### src/include/t86_settings.svh
`ifndef T86_SETTINGS_SVH
`define T86_SETTINGS_SVH

// Data path and state sizes.
`define T86_WORD    32
`define T86_NREGS   8
`define T86_INSTR_W 48
`define T86_HINT_W  72
`define T86_STEP_W  512

// Step word layout. The eight registers sit at the bottom, eax first.
`define T86_EIP_LSB    256
`define T86_EFLAGS_LSB 288
`define T86_INSTR_LSB  320
`define T86_HINT1_LSB  368
`define T86_HINT2_LSB  440

// Instruction fields of the fixed 48-bit encoding.
`define T86_I_OPC_LSB   0
`define T86_I_DKIND_LSB 8
`define T86_I_DSEL_LSB  10
`define T86_I_SKIND_LSB 13
`define T86_I_SSEL_LSB  15
`define T86_I_LEN_LSB   18
`define T86_I_LEN_W     4
`define T86_I_IMM_LSB   22
`define T86_I_IMM_W     26

// Hint fields.
`define T86_H_STATE_LSB 0
`define T86_H_WR_BIT    4
`define T86_H_ADDR_LSB  8
`define T86_H_DATA_LSB  40

// Eflags bits kept by the core.
`define T86_CF 0
`define T86_ZF 6
`define T86_SF 7

`endif

### src/hw/t86_pkg.sv
`default_nettype none

`include "t86_settings.svh"

package t86_pkg;

  // Opcode byte of the fixed encoding.
  typedef enum logic [7:0] {
    OPC_MOV     = 8'h00,
    OPC_ADD     = 8'h01,
    OPC_SUB     = 8'h02,
    OPC_AND     = 8'h03,
    OPC_XOR     = 8'h04,
    OPC_INC     = 8'h05,
    OPC_JZ      = 8'h06,
    OPC_LOOP    = 8'h07,
    OPC_INT80   = 8'h08,
    OPC_ILLEGAL = 8'hff
  } t86_opc_e;

  typedef enum logic [1:0] {
    KIND_NONE = 2'd0,
    KIND_REG  = 2'd1,
    KIND_IMM  = 2'd2,
    KIND_MEM  = 2'd3
  } t86_kind_e;

  // Syscall progress as recorded by the tracer in hint1.
  typedef enum logic [3:0] {
    SYS_DONE  = 4'd0,
    SYS_READ  = 4'd1,
    SYS_WRITE = 4'd2
  } t86_sys_e;

  // Register numbers with a fixed role.
  localparam int unsigned REG_EAX = 0;
  localparam int unsigned REG_ECX = 1;
  localparam int unsigned REG_EDX = 2;

  // eax, ecx, edx, ebx, esp, ebp, esi, edi.
  typedef logic [`T86_NREGS-1:0][`T86_WORD-1:0] t86_regs_t;

endpackage

`default_nettype wire

### src/hw/t86_decoded_if.sv
`timescale 1ns/100ps
`default_nettype none

`include "t86_settings.svh"

interface t86_decoded_if (
  input wire i_clk
);
  import t86_pkg::*;

  t86_opc_e                opc;
  logic [`T86_I_LEN_W-1:0] instr_len;
  logic [`T86_WORD-1:0]    src_val;
  logic [`T86_WORD-1:0]    dst_val;
  t86_kind_e               dest_kind;
  logic [2:0]              dest_sel;
  // Effective address of the memory operand.
  logic [`T86_WORD-1:0]    mem_addr;
  logic                    hint_fault;

  modport decode (
    input  i_clk,
    output opc, instr_len, src_val, dst_val, dest_kind, dest_sel, mem_addr, hint_fault
  );

  modport exec (
    input i_clk, opc, instr_len, src_val, dst_val, dest_kind, dest_sel, mem_addr, hint_fault
  );

  modport wb (
    input opc, dest_kind, dest_sel, mem_addr, hint_fault
  );

endinterface

`default_nettype wire

### src/hw/step_decode.sv
`timescale 1ns/100ps
`default_nettype none

`include "t86_settings.svh"

module step_decode (
  input  wire [`T86_STEP_W-1:0] i_step,
  t86_decoded_if.decode         dec,
  output t86_pkg::t86_regs_t    o_regs,
  output logic [`T86_WORD-1:0]  o_eip,
  output logic [`T86_WORD-1:0]  o_eflags
);
  import t86_pkg::*;

  logic [`T86_INSTR_W-1:0] instr;
  logic [`T86_HINT_W-1:0]  hint1;
  logic [`T86_HINT_W-1:0]  hint2;
  t86_regs_t               regs;
  logic [7:0]              opc_byte;
  t86_kind_e               src_kind;
  logic [2:0]              src_sel;
  logic [`T86_I_IMM_W-1:0] imm;
  logic [`T86_WORD-1:0]    imm_ext;
  logic [`T86_WORD-1:0]    src_reg;
  logic [`T86_WORD-1:0]    dst_reg;
  logic [3:0]              h1_state;
  logic                    h1_wr;
  logic [`T86_WORD-1:0]    h1_addr;
  logic [`T86_WORD-1:0]    h1_data;
  logic                    h2_wr;
  logic [`T86_WORD-1:0]    h2_addr;
  logic                    mem_rd;

  // Split the step into state, instruction and hints.
  assign regs  = i_step[`T86_NREGS*`T86_WORD-1:0];
  assign instr = i_step[`T86_INSTR_LSB +: `T86_INSTR_W];
  assign hint1 = i_step[`T86_HINT1_LSB +: `T86_HINT_W];
  assign hint2 = i_step[`T86_HINT2_LSB +: `T86_HINT_W];

  assign o_regs   = regs;
  assign o_eip    = i_step[`T86_EIP_LSB +: `T86_WORD];
  assign o_eflags = i_step[`T86_EFLAGS_LSB +: `T86_WORD];

  assign opc_byte = instr[`T86_I_OPC_LSB +: 8];
  assign src_kind = t86_kind_e'(instr[`T86_I_SKIND_LSB +: 2]);
  assign src_sel  = instr[`T86_I_SSEL_LSB +: 3];
  assign imm      = instr[`T86_I_IMM_LSB +: `T86_I_IMM_W];
  assign imm_ext  = {{(`T86_WORD-`T86_I_IMM_W){imm[`T86_I_IMM_W-1]}}, imm};

  assign dec.dest_kind = t86_kind_e'(instr[`T86_I_DKIND_LSB +: 2]);
  assign dec.dest_sel  = instr[`T86_I_DSEL_LSB +: 3];
  assign dec.instr_len = instr[`T86_I_LEN_LSB +: `T86_I_LEN_W];

  assign h1_state = hint1[`T86_H_STATE_LSB +: 4];
  assign h1_wr    = hint1[`T86_H_WR_BIT];
  assign h1_addr  = hint1[`T86_H_ADDR_LSB +: `T86_WORD];
  assign h1_data  = hint1[`T86_H_DATA_LSB +: `T86_WORD];
  assign h2_wr    = hint2[`T86_H_WR_BIT];
  assign h2_addr  = hint2[`T86_H_ADDR_LSB +: `T86_WORD];

  assign src_reg = regs[src_sel];
  assign dst_reg = regs[dec.dest_sel];

  // Unknown opcode bytes become OPC_ILLEGAL.
  always_comb begin
    case (opc_byte)
      OPC_MOV, OPC_ADD, OPC_SUB, OPC_AND, OPC_XOR,
      OPC_INC, OPC_JZ, OPC_LOOP, OPC_INT80: dec.opc = t86_opc_e'(opc_byte);
      default: dec.opc = OPC_ILLEGAL;
    endcase
  end

  assign dec.mem_addr = (dec.dest_kind == KIND_MEM) ? dst_reg + imm_ext : src_reg + imm_ext;

  always_comb begin
    case (src_kind)
      KIND_REG: dec.src_val = src_reg;
      KIND_IMM: dec.src_val = imm_ext;
      KIND_MEM: dec.src_val = h1_data;
      default:  dec.src_val = '0;
    endcase
    // int 0x80 takes the syscall state nibble as its operand.
    if (dec.opc == OPC_INT80) begin
      dec.src_val = {{(`T86_WORD-4){1'b0}}, h1_state};
    end
  end

  // A memory destination reads its old value from hint1.
  always_comb begin
    case (dec.dest_kind)
      KIND_REG: dec.dst_val = dst_reg;
      KIND_MEM: dec.dst_val = h1_data;
      default:  dec.dst_val = '0;
    endcase
  end

  assign mem_rd = (src_kind == KIND_MEM) || (dec.dest_kind == KIND_MEM && dec.opc != OPC_MOV);

  assign dec.hint_fault =
      (mem_rd && (h1_addr != dec.mem_addr || h1_wr)) ||
      (dec.dest_kind == KIND_MEM && h2_wr && h2_addr != dec.mem_addr) ||
      (dec.opc == OPC_INT80 && h1_state == SYS_WRITE && h1_addr != regs[REG_ECX]);

  // Only hint1 serves reads, so a step never has two memory operands.
  a_no_mem_to_mem: assert property (@(posedge dec.i_clk)
    !(src_kind == KIND_MEM && dec.dest_kind == KIND_MEM));

endmodule

`default_nettype wire

### src/hw/alu_execute.sv
`timescale 1ns/100ps
`default_nettype none

`include "t86_settings.svh"

module alu_execute (
  t86_decoded_if.exec            dec,
  input  wire t86_pkg::t86_regs_t i_regs,
  input  wire [`T86_WORD-1:0]    i_eip,
  input  wire [`T86_WORD-1:0]    i_eflags,
  output logic [`T86_WORD-1:0]   o_result,
  output logic [`T86_WORD-1:0]   o_next_eflags,
  output logic [`T86_WORD-1:0]   o_next_eip,
  output logic [`T86_WORD-1:0]   o_ecx_next
);
  import t86_pkg::*;

  logic                 carry;
  logic                 flags_upd;
  logic                 taken;
  logic [`T86_WORD-1:0] len_ext;

  assign o_ecx_next = i_regs[REG_ECX] - 1'b1;
  assign len_ext    = {{(`T86_WORD-`T86_I_LEN_W){1'b0}}, dec.instr_len};

  always_comb begin
    carry     = i_eflags[`T86_CF];
    flags_upd = 1'b1;
    case (dec.opc)
      OPC_ADD: {carry, o_result} = {1'b0, dec.dst_val} + {1'b0, dec.src_val};
      // Top bit of the widened difference is the borrow.
      OPC_SUB: {carry, o_result} = {1'b0, dec.dst_val} - {1'b0, dec.src_val};
      OPC_AND: begin
        o_result = dec.dst_val & dec.src_val;
        carry    = 1'b0;
      end
      OPC_XOR: begin
        o_result = dec.dst_val ^ dec.src_val;
        carry    = 1'b0;
      end
      OPC_INC: o_result = dec.dst_val + 1'b1;
      OPC_MOV: begin
        o_result  = dec.src_val;
        flags_upd = 1'b0;
      end
      default: begin
        o_result  = dec.dst_val;
        flags_upd = 1'b0;
      end
    endcase
  end

  always_comb begin
    o_next_eflags = i_eflags;
    if (flags_upd) begin
      o_next_eflags[`T86_CF] = carry;
      o_next_eflags[`T86_ZF] = (o_result == '0);
      o_next_eflags[`T86_SF] = o_result[`T86_WORD-1];
    end
  end

  // Branch displacement comes in as the immediate source.
  always_comb begin
    case (dec.opc)
      OPC_JZ:   taken = i_eflags[`T86_ZF];
      OPC_LOOP: taken = (o_ecx_next != '0);
      default:  taken = 1'b0;
    endcase
  end

  assign o_next_eip = i_eip + len_ext + (taken ? dec.src_val : '0);

  // A carry out of ADD leaves the sum below the first operand.
  a_add_carry: assert property (@(posedge dec.i_clk)
    dec.opc == OPC_ADD |-> o_next_eflags[`T86_CF] == (o_result < dec.dst_val));

  // SUB borrows exactly when the subtrahend is the larger one.
  a_sub_borrow: assert property (@(posedge dec.i_clk)
    dec.opc == OPC_SUB |-> o_next_eflags[`T86_CF] == (dec.dst_val < dec.src_val));

endmodule

`default_nettype wire

### src/hw/syscall_unit.sv
`timescale 1ns/100ps
`default_nettype none

`include "t86_settings.svh"

module syscall_unit (
  t86_decoded_if.exec             dec,
  input  wire t86_pkg::t86_regs_t i_regs,
  input  wire [`T86_WORD-1:0]     i_hint_data,
  output t86_pkg::t86_sys_e       o_sys_state,
  output logic [`T86_WORD-1:0]    o_eax,
  output logic [`T86_WORD-1:0]    o_ecx,
  output logic [`T86_WORD-1:0]    o_edx,
  output logic                    o_mem_wr,
  output logic [`T86_WORD-1:0]    o_mem_addr,
  output logic [`T86_WORD-1:0]    o_mem_data
);
  import t86_pkg::*;

  logic is_int80;

  assign is_int80    = (dec.opc == OPC_INT80);
  assign o_sys_state = is_int80 ? t86_sys_e'(dec.src_val[3:0]) : SYS_DONE;

  // read() stores the transferred word at the buffer pointer.
  assign o_mem_addr = i_regs[REG_ECX];
  assign o_mem_data = i_hint_data;

  always_comb begin
    o_eax    = i_regs[REG_EAX];
    o_ecx    = i_regs[REG_ECX];
    o_edx    = i_regs[REG_EDX];
    o_mem_wr = 1'b0;
    case (o_sys_state)
      SYS_DONE: begin
        // Return value of the finished call.
        if (is_int80) begin
          o_eax = i_hint_data;
        end
      end
      SYS_READ: begin
        o_mem_wr = 1'b1;
        o_ecx    = i_regs[REG_ECX] + 32'd4;
        o_edx    = i_regs[REG_EDX] - 32'd4;
      end
      SYS_WRITE: begin
        o_ecx = i_regs[REG_ECX] + 32'd4;
        o_edx = i_regs[REG_EDX] - 32'd4;
      end
      default: ;
    endcase
  end

  a_state_legal: assert property (@(posedge dec.i_clk)
    is_int80 |-> dec.src_val[3:0] inside {SYS_DONE, SYS_READ, SYS_WRITE});

endmodule

`default_nettype wire

### src/hw/writeback_regfile.sv
`timescale 1ns/100ps
`default_nettype none

`include "t86_settings.svh"

module writeback_regfile (
  input  wire                     i_clk,
  input  wire                     i_rst_n,
  input  wire                     i_step_valid,
  t86_decoded_if.wb               dec,
  input  wire [`T86_WORD-1:0]     i_result,
  input  wire [`T86_WORD-1:0]     i_next_eflags,
  input  wire [`T86_WORD-1:0]     i_next_eip,
  input  wire [`T86_WORD-1:0]     i_ecx_next,
  input  wire t86_pkg::t86_sys_e  i_sys_state,
  input  wire [`T86_WORD-1:0]     i_sys_eax,
  input  wire [`T86_WORD-1:0]     i_sys_ecx,
  input  wire [`T86_WORD-1:0]     i_sys_edx,
  input  wire                     i_sys_mem_wr,
  input  wire [`T86_WORD-1:0]     i_sys_mem_addr,
  input  wire [`T86_WORD-1:0]     i_sys_mem_data,
  input  wire t86_pkg::t86_regs_t i_regs,
  input  wire [`T86_WORD-1:0]     i_eip,
  input  wire [`T86_WORD-1:0]     i_eflags,
  output logic                    o_valid,
  output t86_pkg::t86_regs_t      o_regs,
  output logic [`T86_WORD-1:0]    o_eip,
  output logic [`T86_WORD-1:0]    o_eflags,
  output t86_pkg::t86_sys_e       o_sys_state,
  output logic                    o_mem_wr,
  output logic [`T86_WORD-1:0]    o_mem_addr,
  output logic [`T86_WORD-1:0]    o_mem_data,
  output logic                    o_hint_fault
);
  import t86_pkg::*;

  logic                 is_int80;
  logic                 alu_writes;
  logic                 alu_mem_wr;
  t86_regs_t            nxt_regs;
  logic [`T86_WORD-1:0] nxt_eip;
  logic [`T86_WORD-1:0] nxt_eflags;
  logic                 nxt_mem_wr;
  logic [`T86_WORD-1:0] nxt_mem_addr;
  logic [`T86_WORD-1:0] nxt_mem_data;

  assign is_int80   = (dec.opc == OPC_INT80);
  // Opcodes that produce a value for their destination.
  assign alu_writes = dec.opc inside {OPC_MOV, OPC_ADD, OPC_SUB, OPC_AND, OPC_XOR, OPC_INC};
  assign alu_mem_wr = alu_writes && (dec.dest_kind == KIND_MEM);

  always_comb begin
    nxt_regs     = i_regs;
    nxt_eip      = i_next_eip;
    nxt_eflags   = i_next_eflags;
    nxt_mem_wr   = alu_mem_wr;
    nxt_mem_addr = dec.mem_addr;
    nxt_mem_data = i_result;
    if (is_int80) begin
      nxt_regs[REG_EAX] = i_sys_eax;
      nxt_regs[REG_ECX] = i_sys_ecx;
      nxt_regs[REG_EDX] = i_sys_edx;
      nxt_eflags        = i_eflags;
      // The int 0x80 step repeats until the call is done.
      if (i_sys_state != SYS_DONE) begin
        nxt_eip = i_eip;
      end
      nxt_mem_wr   = i_sys_mem_wr;
      nxt_mem_addr = i_sys_mem_addr;
      nxt_mem_data = i_sys_mem_data;
    end else begin
      if (alu_writes && dec.dest_kind == KIND_REG) begin
        nxt_regs[dec.dest_sel] = i_result;
      end
      if (dec.opc == OPC_LOOP) begin
        nxt_regs[REG_ECX] = i_ecx_next;
      end
    end
  end

  always_ff @(posedge i_clk) begin
    if (!i_rst_n) begin
      o_valid      <= 1'b0;
      o_mem_wr     <= 1'b0;
      o_hint_fault <= 1'b0;
      o_regs       <= '0;
      o_eip        <= '0;
      o_eflags     <= '0;
      o_sys_state  <= SYS_DONE;
    end else begin
      o_valid      <= i_step_valid;
      o_mem_wr     <= i_step_valid && nxt_mem_wr;
      o_hint_fault <= i_step_valid && dec.hint_fault;
      if (i_step_valid) begin
        o_regs      <= nxt_regs;
        o_eip       <= nxt_eip;
        o_eflags    <= nxt_eflags;
        o_sys_state <= i_sys_state;
      end
    end
  end

  always_ff @(posedge i_clk) begin
    if (i_step_valid) begin
      o_mem_addr <= nxt_mem_addr;
      o_mem_data <= nxt_mem_data;
    end
  end

  a_one_mem_source: assert property (@(posedge i_clk) disable iff (!i_rst_n)
    i_step_valid |-> !(alu_mem_wr && i_sys_mem_wr));

endmodule

`default_nettype wire

### src/hw/tiny86_top.sv
`timescale 1ns/100ps
`default_nettype none

`include "t86_settings.svh"

module tiny86_top (
  input  wire                             i_clk,
  input  wire                             i_rst_n,
  input  wire                             i_step_valid,
  input  wire [`T86_STEP_W-1:0]           i_step,
  output wire                             o_valid,
  output wire [`T86_NREGS*`T86_WORD-1:0]  o_regs,
  output wire [`T86_WORD-1:0]             o_eip,
  output wire [`T86_WORD-1:0]             o_eflags,
  output wire [3:0]                       o_sys_state,
  output wire                             o_mem_wr,
  output wire [`T86_WORD-1:0]             o_mem_addr,
  output wire [`T86_WORD-1:0]             o_mem_data,
  output wire                             o_hint_fault
);
  import t86_pkg::*;

  t86_regs_t            regs;
  logic [`T86_WORD-1:0] eip;
  logic [`T86_WORD-1:0] eflags;
  logic [`T86_WORD-1:0] alu_result;
  logic [`T86_WORD-1:0] alu_eflags;
  logic [`T86_WORD-1:0] alu_eip;
  logic [`T86_WORD-1:0] alu_ecx;
  t86_sys_e             sys_state;
  logic [`T86_WORD-1:0] sys_eax;
  logic [`T86_WORD-1:0] sys_ecx;
  logic [`T86_WORD-1:0] sys_edx;
  logic                 sys_mem_wr;
  logic [`T86_WORD-1:0] sys_mem_addr;
  logic [`T86_WORD-1:0] sys_mem_data;

  t86_decoded_if dec_if (.i_clk(i_clk));

  step_decode u_decode (
    .i_step   (i_step),
    .dec      (dec_if.decode),
    .o_regs   (regs),
    .o_eip    (eip),
    .o_eflags (eflags)
  );

  // Execute and syscall units work side by side on the same decoded step.
  alu_execute u_alu (
    .dec           (dec_if.exec),
    .i_regs        (regs),
    .i_eip         (eip),
    .i_eflags      (eflags),
    .o_result      (alu_result),
    .o_next_eflags (alu_eflags),
    .o_next_eip    (alu_eip),
    .o_ecx_next    (alu_ecx)
  );

  syscall_unit u_syscall (
    .dec         (dec_if.exec),
    .i_regs      (regs),
    .i_hint_data (i_step[`T86_HINT2_LSB + `T86_H_DATA_LSB +: `T86_WORD]),
    .o_sys_state (sys_state),
    .o_eax       (sys_eax),
    .o_ecx       (sys_ecx),
    .o_edx       (sys_edx),
    .o_mem_wr    (sys_mem_wr),
    .o_mem_addr  (sys_mem_addr),
    .o_mem_data  (sys_mem_data)
  );

  writeback_regfile u_wb (
    .i_clk          (i_clk),
    .i_rst_n        (i_rst_n),
    .i_step_valid   (i_step_valid),
    .dec            (dec_if.wb),
    .i_result       (alu_result),
    .i_next_eflags  (alu_eflags),
    .i_next_eip     (alu_eip),
    .i_ecx_next     (alu_ecx),
    .i_sys_state    (sys_state),
    .i_sys_eax      (sys_eax),
    .i_sys_ecx      (sys_ecx),
    .i_sys_edx      (sys_edx),
    .i_sys_mem_wr   (sys_mem_wr),
    .i_sys_mem_addr (sys_mem_addr),
    .i_sys_mem_data (sys_mem_data),
    .i_regs         (regs),
    .i_eip          (eip),
    .i_eflags       (eflags),
    .o_valid        (o_valid),
    .o_regs         (o_regs),
    .o_eip          (o_eip),
    .o_eflags       (o_eflags),
    .o_sys_state    (o_sys_state),
    .o_mem_wr       (o_mem_wr),
    .o_mem_addr     (o_mem_addr),
    .o_mem_data     (o_mem_data),
    .o_hint_fault   (o_hint_fault)
  );

endmodule

`default_nettype wire

### config.mk
export PLATFORM = sky130hd
export DESIGN_NAME = tiny86_top
export DESIGN_NICKNAME = d
export VERILOG_FILES = /design/src/hw/t86_pkg.sv /design/src/hw/t86_decoded_if.sv /design/src/hw/step_decode.sv /design/src/hw/alu_execute.sv /design/src/hw/syscall_unit.sv /design/src/hw/writeback_regfile.sv /design/src/hw/tiny86_top.sv
export VERILOG_INCLUDE_DIRS = /design/src /design/src/include
export SDC_FILE = /design/constraint.sdc
export NUM_CORES = 2
export LEC_CHECK = 0
export BUFFER_PORTS_ARGS = -buffer_cell sky130_fd_sc_hd__buf_2
export CORE_AREA = 10 10 348 350
export DETAILED_ROUTE_END_ITERATION = 7
export DIE_AREA = 0 0 358 360
export HOLD_SLACK_MARGIN = 0.06
export MAX_ROUTING_LAYER = met4
export PLACE_DENSITY = 0.52
export SYNTH_ARGS = -nofsm -noshare
export SYNTH_HDL_FRONTEND = slang
export SYNTH_SLANG_ARGS = --single-unit
### constraint.sdc
create_clock -name i_clk -period 7.25 [get_ports i_clk]
set_input_delay 0 -clock i_clk [delete_from_list [all_inputs] [get_ports i_clk]]
set_output_delay 0 -clock i_clk [all_outputs]
set_load 0.05 [all_outputs]
==> flow_summary.ini <==
[outcome]
status = finished clean

[critical_path]
critPathRequiredTime_ns = 7.86
worstPathMaxFanout = 7
crit_arrival_ns = 7.65
critPathLaunchType = input port
critPathKind = input port to flip-flop
cpPeakStageDelay_ns = 0.59
cp_slowest_cell = or4_4
critPathMostFrequentCell = buf_4
crit_path_end_kind = flip-flop

[cells_and_area]
area_growth_pct = 37.6
final_layout_size_suffix_gt1_share_pct = 26.3
num-fill-cells = 11800
fin_util_pct = 44.1
fin_area_um2 = 50200
multi_input_area_um2 = 26200
finalNetCount = 6808
ff_latch_area_um2 = 8470

[drt]
dr.pass1.iters = 6
wirelength_um = 288000
avgRoutedWirePerCell_um = 37.2
drc = 0
drt_iter0_drc = 7246
ant_nets = 0
routed_via_density = 6.28
dr_total_vias = 48500

[global_routing]
grt_pass1_vias = 45500
grt_overflow = 0
grt_use_total_pct = 43.4
grt_pass1_wl_um = 385000
antenna_found_initial = 58
grt_max_degree = 166

[yosys]
synth_nets = 5477
synth_top_flop_cell = dfxtp_1
ys_seq_elements = 391
ys.warnings.count = 0
syn-cell-area_um2 = 36500
synth_cells = 4795
synthArstFlopShare_pct = 0
synth_edf_count = 64
syn_avg_cell_area_um2 = 7.61
yosysSeqAreaShare_pct = 23.2
ys_types = 110

[min_path]
hp-class = input port to flip-flop

[clocking]
clk_latency_ns = 0.67
root_buffer = clkbuf_16
clock_sinks = 391
clock_path_buffers = 3
htree_levels = 2
cts_buffers = 52
clkTransAtPathRegs_ns = 0.06
tritoncts = yes

[sta]
rsz0062_at_grt = yes
finalCritPeriodShare_pct = 97.1
drv_slew = 0
hold_viol_final = 0
tightest_slew_ns = 1.23
fmax_ghz = 0.142
min_period_ns = 7.04
slew_headroom_pct = 16.8
final-setup-viol-count = 0
worst_clock_skew_ns = 0

[floorplan]
dieWidth_um = 358
coreArea_um2 = 114000
design.portCount = 906
num_rows = 124
die_h_um = 360
initial_utilization_pct = 32.0
die_area_um2 = 129000

[placement]
place_area_um2 = 44500
post-dp-hpwl_um = 232000
port-buffer-count = 895
globalplace.congestion = 1.11

[power]
power.total_mw = 9.91
peakVddDrop_v = 0.000205
leakage_nw = 22.4
p_per_area_nw_per_um2 = 197

[job]
maxCapViolCount = 0
==> sequential cells by signal, summed over array words and instances (netlist names), 4 cells and up <==
register / cells
u_wb.o_mem_addr: 32
u_wb.o_eip: 32
u_wb.o_sys_state: 4
u_wb.o_regs: 256
u_wb.o_eflags: 32
u_wb.o_mem_data: 32
==> critical path, delay by kind of cell <==
family	cells	cell delay [ns]
AND/OR/NAND/NOR	11	2.58
adder cells (fa/ha/maj)	2	0.67
XOR/XNOR	2	0.28
buffers and inverters	8	2.10
AO/OA/AOI/OAI	10	2.01
==> cell usage after synthesis, drive strengths merged (11+ instances only) <==
cell type | instances | share of area [%]
a211o | 11 | 0.26
a211oi | 84 | 1.7
a21o | 44 | 0.91
a21oi | 338 | 4.7
a221o | 11 | 0.30
a221oi | 42 | 1.0
a222oi | 12 | 0.33
a22oi | 34 | 0.71
a311oi | 75 | 1.8
a31oi | 45 | 0.79
a41oi | 12 | 0.29
and2 | 32 | 0.55
and3 | 32 | 0.55
buf | 81 | 1.2
clkbuf | 300 | 3.1
dfxtp | 327 | 18
edfxtp | 64 | 5.3
ha | 159 | 5.5
inv | 124 | 1.3
mux2 | 57 | 1.8
mux2i | 242 | 6.6
mux4 | 77 | 4.8
nand2 | 574 | 5.9
nand2b | 52 | 0.89
nand3 | 91 | 1.3
nand4 | 47 | 0.84
nor2 | 635 | 6.5
nor2b | 34 | 0.58
nor3 | 93 | 1.4
nor4 | 47 | 0.89
o2111ai | 13 | 0.31
o211ai | 63 | 1.3
o21a | 29 | 0.60
o21ai | 360 | 4.9
o21bai | 14 | 0.29
o221ai | 22 | 0.53
o22ai | 37 | 0.65
o311ai | 11 | 0.26
o31ai | 18 | 0.37
or2 | 21 | 0.36
or3 | 35 | 0.63
or4 | 16 | 0.35
xnor2 | 103 | 2.5
xor2 | 102 | 2.4
==> stage by stage <==
| step | hold WS, ns | instances | setup TNS (ns) | setup WS [ns] |
|---|---|---|---|---|
| floorplan | 0.112 | 4795 | 0 | 0.592 |
| global placement | 0.232 | 7205 | 0 | 0.222 |
| finish | 0.0958 | 7732 | 0 | 0.211 |
| detailed placement | 0.245 | 7205 | 0 | 0.158 |
| CTS | 0.0632 | 7677 | 0 | 0.0283 |
| global route | 0.0709 | 7718 | -0.0709 | -0.0488 |
==> path summary, 6_finish.rpt <==
path                            cells past startpoint                         start                            end  slack (ns)
worst max-delay path                               33                    i_step[41]    u_wb.o_eip[24]$_SDFFE_PN0P_        0.21
worst min-delay path                                4                   i_step[291]  u_wb.o_eflags[3]$_SDFFE_PN0P_         0.1
worst max register to register                      3   u_wb.o_eip[24]$_SDFFE_PN0P_    u_wb.o_eip[24]$_SDFFE_PN0P_        5.90
worst min register to register                      2  u_wb.o_regs[79]$_SDFFE_PN0P_   u_wb.o_regs[79]$_SDFFE_PN0P_        0.47
==> where the power goes <==
| group | internal, mW | switching (mW) | leakage, nW |
|---|---|---|---|
| clock network | 1.49 | 1.22 | 0.846 |
| logic | 1.47 | 3.22 | 18.2 |
| registers | 2.42 | 0.0939 | 3.33 |
| total | 5.38 | 4.53 | 22.4 |
==> cells in the final DEF (no fill, tap or decap), types with 43 or more instances in the layout <==
master         instances
a211oi_1              83
a21o_1                44
a21oi_1              329
a311oi_1              73
a31oi_1               43
buf_2                892
buf_4                372
clkbuf_16             52
dfxtp_1              327
diode_2               52
dlygate4sd3_1        376
edfxtp_1              64
ha_1                 159
inv_1                121
mux2_2                57
mux2i_1              242
mux4_2                77
nand2_1              573
nand2b_1              52
nand3_1               87
nand4_1               45
nor2_1               628
nor3_1                87
nor4_1                44
o211ai_1              63
o21ai_0              350
xnor2_1              103
xor2_1               102
==> kinds of logic after synthesis <==
kind of cell | Yosys count | synth area share [%]
simple gates | 1747 | 21.7
compound gates | 1402 | 25.4
buf+inv | 506 | 5.61
flops | 391 | 23.2
mux | 376 | 13.1
xor+xnor | 206 | 4.98
fa+ha+maj | 167 | 5.89
==> area by class of cell <==
type / instances / area share (%)
Multi-Input combinational cell: 3898 / 52.1
Antenna cell: 52 / 0.259
Clock buffer: 60 / 2.77
Clock inverter: 36 / 0.640
Inverter: 125 / 0.949
Timing Repair Buffer: 1658 / 22.6
Tap cell: 1512 / 3.77
Sequential cell: 391 / 16.9
==> metal layers <==
layer / wire length (um) / global-route usage [%]
met5: 0 / -
met4: 19900 / 23.4
met3: 31500 / 10.6
met2: 124000 / 64.2
met1: 113000 / 53.8
==> what timing repair did <==
item / in CTS / in global routing
resized for setup: 0 / 16
hold buffers: 376 / 0
setup buffers: 0 / 3
endpoints found under the hold margin: 413 / 0
endpoints found under the setup margin: 0 / 5
No activity file was read; power rests on OpenSTA's default activity.
